--- src/VideoTxPkg.sv ---
/*
 * Shared raster timing, CSR register map and bus types of the video path
 * Raster sizes are fixed at elaboration and cannot be changed by software
 * All CSR registers are write-only, with no read-back path
 */
`default_nettype none

package VideoTxPkg;

	// --------------------------------------------------
	// Raster timing
	// --------------------------------------------------
	// Horizontal lengths in clocks
	localparam int lpHActive = 16;
	localparam int lpHFront  = 2;
	localparam int lpHSync   = 2;
	localparam int lpHBack   = 2;
	// Vertical lengths in lines
	localparam int lpVActive = 8;
	localparam int lpVFront  = 1;
	localparam int lpVSync   = 1;
	localparam int lpVBack   = 1;

	// Line and frame totals
	localparam int lpHTotal = lpHActive + lpHFront + lpHSync + lpHBack;
	localparam int lpVTotal = lpVActive + lpVFront + lpVSync + lpVBack;
	// First count of each sync window
	localparam int lpHSyncStart = lpHActive + lpHFront;
	localparam int lpVSyncStart = lpVActive + lpVFront;

	// --------------------------------------------------
	// Widths and layer count
	// --------------------------------------------------
	localparam int lpPosWidth     = 16;
	localparam int lpColorWidth   = 24;
	localparam int lpLayerNum     = 7;
	localparam int lpCsrAdrsWidth = 6;

	// --------------------------------------------------
	// Register map
	// --------------------------------------------------
	// Bit 0 runs the raster
	localparam int lpAdrsCtrl = 0;
	localparam int lpAdrsBack = 1;
	// Layer n sits at base + 4n, four words per layer
	localparam int lpAdrsLayerBase = 4;
	// Word offsets inside one layer block
	localparam int lpOfsColor = 0;
	localparam int lpOfsHEdge = 1;
	localparam int lpOfsVEdge = 2;

	// --------------------------------------------------
	// Types
	// --------------------------------------------------
	// CSR word seen as an RGB colour
	typedef struct packed {
		logic [7:0] pad;
		logic [7:0] red;
		logic [7:0] green;
		logic [7:0] blue;
	} CsrColorT;

	// CSR word seen as a pair of rectangle edges
	typedef struct packed {
		logic [15:0] high;
		logic [15:0] low;
	} CsrEdgeT;

	// Decoding depends on the target address
	typedef union packed {
		CsrColorT color;
		CsrEdgeT  edges;
	} CsrWordU;

	typedef struct packed {
		logic [lpPosWidth-1:0] hPos;
		logic [lpPosWidth-1:0] vPos;
		logic                  de;
		logic                  hs;
		logic                  vs;
		logic                  fe;
	} RasterT;

	typedef struct packed {
		logic [lpColorWidth-1:0] color;
		logic [lpPosWidth-1:0]   left;
		logic [lpPosWidth-1:0]   right;
		logic [lpPosWidth-1:0]   top;
		logic [lpPosWidth-1:0]   under;
	} LayerCfgT;

	typedef struct packed {
		logic                    hit;
		logic [lpColorWidth-1:0] color;
	} LayerHitT;

endpackage

`default_nettype wire

--- src/LayerCsr.sv ---
/*
 * Write-only register file, one write per clock when iCsrWe is high
 * A write lands at the clock edge and is visible from the next cycle
 * Unmapped addresses and the fourth word of each layer block are ignored
 */
`timescale 1ns/1ps
`default_nettype none

module LayerCsr
(
	input  wire                                    iVCLK,
	input  wire                                    iVRST,
	input  wire                                    iCsrWe,
	input  wire  [VideoTxPkg::lpCsrAdrsWidth-1:0]  iCsrAdrs,
	input  wire  VideoTxPkg::CsrWordU              iCsrWd,
	output logic                                   oEnable,
	output logic [VideoTxPkg::lpColorWidth-1:0]    oBackColor,
	output VideoTxPkg::LayerCfgT                   oLayerCfg [VideoTxPkg::lpLayerNum]
);
	import VideoTxPkg::*;

	// Address relative to the first layer block
	logic [lpCsrAdrsWidth-1:0]   wLayerAdrs;
	// Layer index and word offset
	logic [lpCsrAdrsWidth-3:0]   wIdx;
	logic [1:0]                  wOfs;
	logic                        wLayerSel;
	// Colour view of the write data
	logic [lpColorWidth-1:0]     wColor;

	logic                        rEnable;
	logic [lpColorWidth-1:0]     rBackColor;
	LayerCfgT [lpLayerNum-1:0]   rLayerCfg;

	// --------------------------------------------------
	// Address decode
	// --------------------------------------------------
	assign wLayerAdrs = iCsrAdrs - lpCsrAdrsWidth'(lpAdrsLayerBase);
	assign wIdx       = wLayerAdrs[lpCsrAdrsWidth-1:2];
	assign wOfs       = wLayerAdrs[1:0];
	assign wLayerSel  = (iCsrAdrs >= lpAdrsLayerBase);
	assign wColor     = {iCsrWd.color.red, iCsrWd.color.green, iCsrWd.color.blue};

	always_ff @(posedge iVCLK)
	begin
		if (iVRST)
		begin
			rEnable    <= 1'b0;
			rBackColor <= '0;
			rLayerCfg  <= '0;
		end
		else if (iCsrWe)
		begin
			if (iCsrAdrs == lpAdrsCtrl)
				rEnable <= iCsrWd[0];
			else if (iCsrAdrs == lpAdrsBack)
				rBackColor <= wColor;
			else if (wLayerSel && (wIdx < lpLayerNum))
			begin
				case (wOfs)
					lpOfsColor: rLayerCfg[wIdx].color <= wColor;
					// Edge view, high word is right or under
					lpOfsHEdge:
					begin
						rLayerCfg[wIdx].left  <= iCsrWd.edges.low;
						rLayerCfg[wIdx].right <= iCsrWd.edges.high;
					end
					lpOfsVEdge:
					begin
						rLayerCfg[wIdx].top   <= iCsrWd.edges.low;
						rLayerCfg[wIdx].under <= iCsrWd.edges.high;
					end
					default: ;
				endcase
			end
		end
	end

	assign oEnable    = rEnable;
	assign oBackColor = rBackColor;

	always_comb
	begin
		for (int i = 0; i < lpLayerNum; i++)
			oLayerCfg[i] = rLayerCfg[i];
	end

	// Layer writes past the last unit leave every layer untouched
	assert property (@(posedge iVCLK) disable iff (iVRST)
		iCsrWe && wLayerSel && (wIdx >= lpLayerNum) |=> $stable(rLayerCfg))
		else $error("LayerCsr: out-of-range layer write changed a layer");

endmodule

`default_nettype wire

--- src/LayerMixer.sv ---
/*
 * Lowest layer index wins, background colour where no layer hits
 * iHit must trail iRaster by exactly one clock
 * Pixel and flags leave two clocks after iRaster, pixel is zero outside de
 */
`timescale 1ns/1ps
`default_nettype none

module LayerMixer
(
	input  wire                                   iVCLK,
	input  wire                                   iVRST,
	input  wire  VideoTxPkg::LayerHitT            iHit [VideoTxPkg::lpLayerNum],
	input  wire  VideoTxPkg::RasterT              iRaster,
	input  wire  [VideoTxPkg::lpColorWidth-1:0]   iBackColor,
	output logic [VideoTxPkg::lpColorWidth-1:0]   oVideoDq,
	output logic                                  oVideoHs,
	output logic                                  oVideoVs,
	output logic                                  oVideoDe,
	output logic                                  oVideoFe
);
	import VideoTxPkg::*;

	// Flag delay line, bit order de hs vs fe
	logic [3:0]              rFlag1;
	logic [3:0]              rFlag2;
	// Winning colour
	logic [lpColorWidth-1:0] wPick;
	logic [lpColorWidth-1:0] rDq;

	// --------------------------------------------------
	// Priority select
	// --------------------------------------------------
	always_comb
	begin
		wPick = iBackColor;
		// Walk downward, so the lowest hitting index is assigned last
		for (int i = lpLayerNum - 1; i >= 0; i--)
		begin
			if (iHit[i].hit)
				wPick = iHit[i].color;
		end
	end

	always_ff @(posedge iVCLK)
	begin
		if (iVRST)
		begin
			rFlag1 <= '0;
			rFlag2 <= '0;
		end
		else
		begin
			rFlag1 <= {iRaster.de, iRaster.hs, iRaster.vs, iRaster.fe};
			rFlag2 <= rFlag1;
		end
		// rFlag1 lines up with the hits
		rDq <= rFlag1[3] ? wPick : '0;
	end

	assign oVideoDq = rDq;
	assign oVideoDe = rFlag2[3];
	assign oVideoHs = rFlag2[2];
	assign oVideoVs = rFlag2[1];
	assign oVideoFe = rFlag2[0];

	// Blanking holds for pixel and enable together
	assert property (@(posedge iVCLK) disable iff (iVRST)
		!oVideoDe |-> (oVideoDq == '0))
		else $error("LayerMixer: pixel %h outside de", oVideoDq);

endmodule

`default_nettype wire

--- src/SquareLayer.sv ---
/*
 * One rectangle layer with half-open bounds [left,right) x [top,under)
 * An empty or inverted rectangle never hits
 * Output follows iRaster by one clock and does not look at de
 */
`timescale 1ns/1ps
`default_nettype none

module SquareLayer
(
	input  wire  VideoTxPkg::RasterT   iRaster,
	input  wire  VideoTxPkg::LayerCfgT iCfg,
	input  wire                        iVCLK,
	input  wire                        iVRST,
	output VideoTxPkg::LayerHitT       oHit
);
	import VideoTxPkg::*;

	// Edge tests
	logic     wInH;
	logic     wInV;
	LayerHitT rHit;

	assign wInH = (iCfg.left <= iRaster.hPos) && (iRaster.hPos < iCfg.right);
	assign wInV = (iCfg.top <= iRaster.vPos) && (iRaster.vPos < iCfg.under);

	// New pixel every clock, so several are in flight here and in the mixer
	always_ff @(posedge iVCLK)
	begin
		if (iVRST)
			rHit.hit <= 1'b0;
		else
			rHit.hit <= wInH && wInV;
		// Colour rides along with its hit flag
		rHit.color <= iCfg.color;
	end

	assign oHit = rHit;

endmodule

`default_nettype wire

--- src/VideoSyncGen.sv ---
/*
 * Free-running raster walk, no back-pressure
 * Counters sit at (0,0) while iEnable is low and start in its first high cycle
 * oRaster is a registered copy of the counter position and its decoded flags,
 * so every position reaches oRaster one clock after the counters hold it
 */
`timescale 1ns/1ps
`default_nettype none

module VideoSyncGen
(
	input  wire                iVCLK,
	input  wire                iVRST,
	input  wire                iEnable,
	output VideoTxPkg::RasterT oRaster
);
	import VideoTxPkg::*;

	// Pixel and line counters
	logic [lpPosWidth-1:0] rHCnt;
	logic [lpPosWidth-1:0] rVCnt;
	// Wrap points
	logic                  wHLast;
	logic                  wVLast;
	// Position and flags before the output register
	RasterT                wRasterNext;
	RasterT                rRaster;

	// --------------------------------------------------
	// Counters
	// --------------------------------------------------
	assign wHLast = (rHCnt == lpHTotal - 1);
	assign wVLast = (rVCnt == lpVTotal - 1);

	always_ff @(posedge iVCLK)
	begin
		if (iVRST || !iEnable)
		begin
			rHCnt <= '0;
			rVCnt <= '0;
		end
		else if (wHLast)
		begin
			// End of line, step the line counter
			rHCnt <= '0;
			rVCnt <= wVLast ? '0 : rVCnt + 1'b1;
		end
		else
			rHCnt <= rHCnt + 1'b1;
	end

	// --------------------------------------------------
	// Region decode
	// --------------------------------------------------
	always_comb
	begin
		wRasterNext.hPos = rHCnt;
		wRasterNext.vPos = rVCnt;
		// Active area only where both counters are active
		wRasterNext.de   = (rHCnt < lpHActive) && (rVCnt < lpVActive);
		wRasterNext.hs   = (rHCnt >= lpHSyncStart) && (rHCnt < lpHSyncStart + lpHSync);
		// Whole lines of vertical sync
		wRasterNext.vs   = (rVCnt >= lpVSyncStart) && (rVCnt < lpVSyncStart + lpVSync);
		// Single clock at the very end of the frame
		wRasterNext.fe   = wHLast && wVLast;
	end

	// Flags forced low while stopped
	always_ff @(posedge iVCLK)
	begin
		if (iVRST)
			rRaster <= '0;
		else if (!iEnable)
			rRaster <= '0;
		else
			rRaster <= wRasterNext;
	end

	assign oRaster = rRaster;

	// Counters never leave the raster
	assert property (@(posedge iVCLK) disable iff (iVRST)
		(rHCnt < lpHTotal) && (rVCnt < lpVTotal))
		else $error("VideoSyncGen: counter outside raster (%0d,%0d)", rHCnt, rVCnt);

endmodule

`default_nettype wire

--- src/VideoTxTop.sv ---
/*
 * Single clock video transmit path, everything on iVCLK
 * Outputs for a raster position appear two clocks after oRaster showed it
 * All video outputs stay low until software sets the enable bit
 */
`timescale 1ns/1ps
`default_nettype none

module VideoTxTop
(
	input  wire                                  iVCLK,
	input  wire                                  iVRST,
	input  wire                                  iCsrWe,
	input  wire [VideoTxPkg::lpCsrAdrsWidth-1:0] iCsrAdrs,
	input  wire VideoTxPkg::CsrWordU             iCsrWd,
	output wire [VideoTxPkg::lpColorWidth-1:0]   oVideoDq,
	output wire                                  oVideoHs,
	output wire                                  oVideoVs,
	output wire                                  oVideoDe,
	output wire                                  oVideoFe
);
	import VideoTxPkg::*;

	wire                          wEnable;
	wire [lpColorWidth-1:0]       wBackColor;
	wire LayerCfgT                wLayerCfg [lpLayerNum];
	wire RasterT                  wRaster;
	wire LayerHitT                wHit [lpLayerNum];

	// --------------------------------------------------
	// Settings and raster
	// --------------------------------------------------
	LayerCsr LayerCsr (
		.iVCLK(iVCLK),          .iVRST(iVRST),
		.iCsrWe(iCsrWe),        .iCsrAdrs(iCsrAdrs),      .iCsrWd(iCsrWd),
		.oEnable(wEnable),      .oBackColor(wBackColor),  .oLayerCfg(wLayerCfg)
	);

	VideoSyncGen VideoSyncGen (
		.iVCLK(iVCLK),          .iVRST(iVRST),
		.iEnable(wEnable),      .oRaster(wRaster)
	);

	// --------------------------------------------------
	// Layer array, index 0 has top priority
	// --------------------------------------------------
	for (genvar gi = 0; gi < lpLayerNum; gi++)
	begin : genLayer
		SquareLayer SquareLayer (
			.iRaster(wRaster),  .iCfg(wLayerCfg[gi]),
			.iVCLK(iVCLK),      .iVRST(iVRST),
			.oHit(wHit[gi])
		);
	end

	LayerMixer LayerMixer (
		.iVCLK(iVCLK),          .iVRST(iVRST),
		.iHit(wHit),            .iRaster(wRaster),        .iBackColor(wBackColor),
		.oVideoDq(oVideoDq),
		.oVideoHs(oVideoHs),    .oVideoVs(oVideoVs),
		.oVideoDe(oVideoDe),    .oVideoFe(oVideoFe)
	);

endmodule

`default_nettype wire

--- config.mk ---
export PLATFORM = sky130hd
export DESIGN_NAME = VideoTxTop
export DESIGN_NICKNAME = d
export VERILOG_FILES = /design/src/VideoTxPkg.sv /design/src/LayerCsr.sv /design/src/LayerMixer.sv /design/src/SquareLayer.sv /design/src/VideoSyncGen.sv /design/src/VideoTxTop.sv
export SDC_FILE = /design/constraint.sdc
export NUM_CORES = 2
export LEC_CHECK = 0
export BUFFER_PORTS_ARGS = -buffer_cell sky130_fd_sc_hd__buf_4
export CORE_MARGIN = 5
export CORE_UTILIZATION = 30
export CTS_CLUSTER_SIZE = 12
export DETAILED_ROUTE_END_ITERATION = 10
export GPL_ROUTABILITY_DRIVEN = 1
export HOLD_SLACK_MARGIN = 0.15
export PLACE_DENSITY = 0.43
export SETUP_SLACK_MARGIN = 0.02
export SLEW_MARGIN = 0
export SYNTH_ARGS = -nofsm -noshare
export SYNTH_HDL_FRONTEND = slang
export SYNTH_SLANG_ARGS = --single-unit
--- constraint.sdc ---
create_clock -name iVCLK -period 2.7 [get_ports iVCLK]
set_input_delay 0.135 -clock iVCLK [delete_from_list [all_inputs] [get_ports iVCLK]]
set_output_delay 0.135 -clock iVCLK [all_outputs]
set_load 0.01 [all_outputs]
==> run summary <==
The register clock-pin slew on the reported worst setup and hold paths came out at 60 ps. The library cell occupying the most area in the post-synthesis netlist is sky130_fd_sc_hd__dfxtp_1. The power consumption is 28.76 mW. The worst setup path is of the flop to flop kind. The actual transition at the worst max-transition pin came out at 777.9 ps. The final clock period utilization by the worst path came out at 95.14%. Averaged over all synthesized cells, the footprint is 9.234 sq um.

The number of max-cap violations came out at 0. The final route contains 30750 vias. The analysis attributes to cell leakage a power of 18.62 nW. The via-per-instance ratio came out at 4.841. The maximum fanout along the worst path came out at 3. 69 I/O pins were placed. The global-route wire length before repair is 197300 microns.

The area added between synthesis and finish is 20.59%. The total global-route track usage is 18.57%. The clock share of power came out at 48.8%. The synthesized design contains 0 enable-type register cells. Setup violations remaining at the end of the flow were counted as 0.

The required time of the critical path came out at 3270 ps. VDD sags by at most 0.4549 mV. The core area came out at 0.1311 sq mm. The number of distinct library cells after synthesis is 65. The worst setup path is captured at a flop. The number of hold violations in the final report is 0. The synthesized net count is 4767. The flip-flop and latch count after synthesis came out at 916.

The netlist area before placement came out at 0.03952 sq mm. In the final design database the tool counted 5004 nets. After synthesis, the cell types taking the most area are sky130_fd_sc_hd__dfxtp_1 46%, sky130_fd_sc_hd__ha_1 14%, sky130_fd_sc_hd__o21ai_0 5.4%, sky130_fd_sc_hd__nand2_1 5.0%, sky130_fd_sc_hd__a22oi_1 2.8%.

The total detailed-routing wirelength came out at 132300 microns. After detailed routing, the number of remaining DRC violations is 0. The routability congestion estimate came out at 0.8146. The worst setup path is launched from a flop.

The post-placement cell area came out at 0.04344 sq mm. The relative contribution of sequential cells to total power came out at 47.1%. The Yosys warning count is 0. The path class of the tightest hold or removal check is input pin to flop. The average wire length per cell after detail routing is 20.82 microns. The starting density of the core came out at 30.14%.

The fraction of synthesis flops using an asynchronous set or reset pin is 0%. The DRC violation total after the first TritonRoute iteration came out at 1736. The count of filler cells inserted in the layout came out at 13600. The run finished with clean final reports. The initial antenna violation count came to 4.

The number of clock buffers added by TritonCTS is 102. The y dimension of the die came out at 373.0 microns. The half-perimeter wire length of the detailed placement result came out at 92630 microns. The number of instances in the synthesized netlist is 4280. TritonCTS built the clock tree. The post-route standard cell area excluding fillers came out at 0.04766 sq mm. The data arrival time of the worst path is 3140 ps. Static timing analysis puts the maximum clock frequency at 389.3 MHz.

The die span in x came out at 373.0 microns. The placement row count came out at 133. The switching power of the nets came out at 6.777 mW.

The leading register cell type out of synthesis is sky130_fd_sc_hd__dfxtp_1. The area share of the largest cell type after synthesis came out at 46.40%. The clock passes through at most 3 buffers. The clock tree synthesis step divided the H-tree into 3 levels. For this design, the sink count on the clock tree is 916. CTS placed an instance of sky130_fd_sc_hd__clkbuf_16 at the clock tree root.

In this run the tightest slew margin relative to its limit is 48.14%. Before antenna repair, the detailed router went through 8 iterations. The total die area is 0.1391 sq mm. The power density of the placed cells came out at 603.5 mW/mm^2. The top cell types in the final layout, fill and taps aside, are 905 x sky130_fd_sc_hd__dfxtp_1, 528 x sky130_fd_sc_hd__nand2_1, 445 x sky130_fd_sc_hd__ha_1, 426 x sky130_fd_sc_hd__o21ai_0, 286 x sky130_fd_sc_hd__inv_1. Per report_power, the combinational group accounts for 4.0% of the total.

The most common cell after layout, fill and taps aside is sky130_fd_sc_hd__dfxtp_1. The clock period minus final worst setup slack is 2569 ps. The via count of the first global-routing pass is 30220. The residual overflow from global routing is 0.

The fraction of final layout cells with drive strength greater than 1 is 11.74%. Sequential cells were found to cover 46.40% of the synthesized design area. Clock latency on the worst-skew pair, taken at its later pin, is 720 ps. In this run the remaining antenna-violating nets after routing total 0. The clock tree skew after final layout came out at 33.72 ps. The number of pins exceeding their max-slew limit in the final report is 0. The quantity of I/O buffers inserted on ports is 68. The fraction of power spent switching nets came out at 23.57%. The maximum number of pins on one net before global-route repair came out at 83. The cell-internal power came out at 21.98 mW.
[cell usage after synthesis, types with 5 or more instances]
cell type and instances:
sky130_fd_sc_hd__nor4_1 24, sky130_fd_sc_hd__o22ai_1 28, sky130_fd_sc_hd__a211oi_1 56, sky130_fd_sc_hd__buf_6 32, sky130_fd_sc_hd__or3_1 16, sky130_fd_sc_hd__o21a_1 6, sky130_fd_sc_hd__dfxtp_1 916, sky130_fd_sc_hd__o211ai_1 19
sky130_fd_sc_hd__mux2i_1 49, sky130_fd_sc_hd__nor3_1 20, sky130_fd_sc_hd__a2111oi_0 8, sky130_fd_sc_hd__clkbuf_1 170, sky130_fd_sc_hd__o21ai_1 59, sky130_fd_sc_hd__nand3_1 63, sky130_fd_sc_hd__nand2b_1 49, sky130_fd_sc_hd__nor2_1 258
sky130_fd_sc_hd__buf_4 12, sky130_fd_sc_hd__xor2_1 18, sky130_fd_sc_hd__nand4_1 89, sky130_fd_sc_hd__nor2b_1 58, sky130_fd_sc_hd__ha_1 446, sky130_fd_sc_hd__o31ai_1 5, sky130_fd_sc_hd__a21oi_1 193, sky130_fd_sc_hd__o21ai_0 428
sky130_fd_sc_hd__a22o_1 88, sky130_fd_sc_hd__buf_2 25, sky130_fd_sc_hd__a21o_1 40, sky130_fd_sc_hd__and4_1 6, sky130_fd_sc_hd__xnor2_1 11, sky130_fd_sc_hd__a22oi_1 146, sky130_fd_sc_hd__a21boi_0 7, sky130_fd_sc_hd__a211o_1 7
sky130_fd_sc_hd__nand2_1 528, sky130_fd_sc_hd__inv_1 291, sky130_fd_sc_hd__o31ai_4 12, sky130_fd_sc_hd__and2_1 29
[worst max-delay path, cell delays in order (launching register included)]
cell and delay, ps:
sky130_fd_sc_hd__dfxtp_2 410, sky130_fd_sc_hd__clkinvlp_4 210, sky130_fd_sc_hd__buf_4 200, sky130_fd_sc_hd__ha_1 260, sky130_fd_sc_hd__nand4_1 140, sky130_fd_sc_hd__or4_4 590, sky130_fd_sc_hd__a21oi_1 210, sky130_fd_sc_hd__a211oi_1 80
sky130_fd_sc_hd__o21ai_1 230, sky130_fd_sc_hd__nor4_2 90
[repair_timing]
| action | CTS | global route |
|---|---|---|
| buffers inserted | 4 | 2 |
| endpoints found under the setup margin | 3 | 6 |
| pin swaps | 0 | 7 |
| gates resized for setup | 11 | 25 |
| hold buffers | 68 | 0 |
| endpoints found under the hold margin | 558 | 0 |
[logic make-up (layout without fill, tap and decap cells)]
logic type | after synthesis | count (layout) | synth area share, %
other | 0 | 4 | 0
flip-flops | 916 | 916 | 46.40
adder cells (fa/ha/maj) | 446 | 446 | 14.12
AND/OR/NAND/NOR | 1175 | 1175 | 13.72
XOR/XNOR | 30 | 30 | 0.7123
AO/OA/AOI/OAI | 1129 | 1129 | 17.92
multiplexers | 49 | 49 | 1.241
buffers and inverters | 535 | 847 | 5.885
[power groups by stage]
| stage | combinational (mW) | clock, mW | sequential [mW] |
|---|---|---|---|
| 2_1_floorplan | 0.574 | 0 | 13.8 |
| 3_3_place_gp | 1.13 | 0 | 13.9 |
| 3_5_place_dp | 1.13 | 0 | 13.9 |
| 4_1_cts | 1.18 | 14.4 | 13.6 |
| 5_1_grt | 1.23 | 15.0 | 13.5 |
| 6_report | 1.16 | 14.0 | 13.6 |
[metrics by stage]
step	utilization [%]	setup TNS, ps	instances	hold WS (ps)	setup slack [ps]
3_5_place_dp	33.12	-3458	6094	336.8	-300.8
6_report	36.34	0	6351	245.4	131.3
4_1_cts	36.27	0	6345	199.6	31.76
2_1_floorplan	-	0	4280	326.7	225.5
5_1_grt	36.34	-66.98	6347	257.1	-66.98
3_3_place_gp	33.12	-999.8	6093	335.1	-653.3
[layer usage]
metal / share of wire (%) / wire length [microns] / vias up / GRT usage [%]
li1: - / - / 15430 / -
met1: 47 / 62510 / 14810 / 24.73
met2: 47 / 62780 / 382 / 31.89
met3: 3.4 / 4435 / 128 / 2.472
met4: 1.9 / 2527 / 0 / 4.544
met5: 0 / 0 / - / 0
[area by class of cell]
cell class	count	area (sq um)	area share, %
Sequential cell	916	18350	38.51
Multi-Input combinational cell	2829	19000	39.86
Antenna cell	4	10.01	0.02100
Timing Repair Buffer	377	3635	7.627
Clock inverter	24	341.6	0.7167
Tap cell	1755	2196	4.608
Clock buffer	155	3022	6.340
Inverter	291	1104	2.316
[worst paths after layout]
| kind | slack (ps) | startpoint | cells after the start | endpoint |
|---|---|---|---|---|
| max reg2reg | 130 | VideoSyncGen.oRaster[32] | 9 | genLayer[4].SquareLayer.oHit[24] |
| min | 250 | iCsrAdrs[2] | 6 | flop |
| min reg2reg | 340 | flop | 0 | genLayer[5].SquareLayer.oHit[14] |
| max | 130 | VideoSyncGen.oRaster[32] | 9 | genLayer[4].SquareLayer.oHit[24] |
Power figures use the tool's default switching activity.
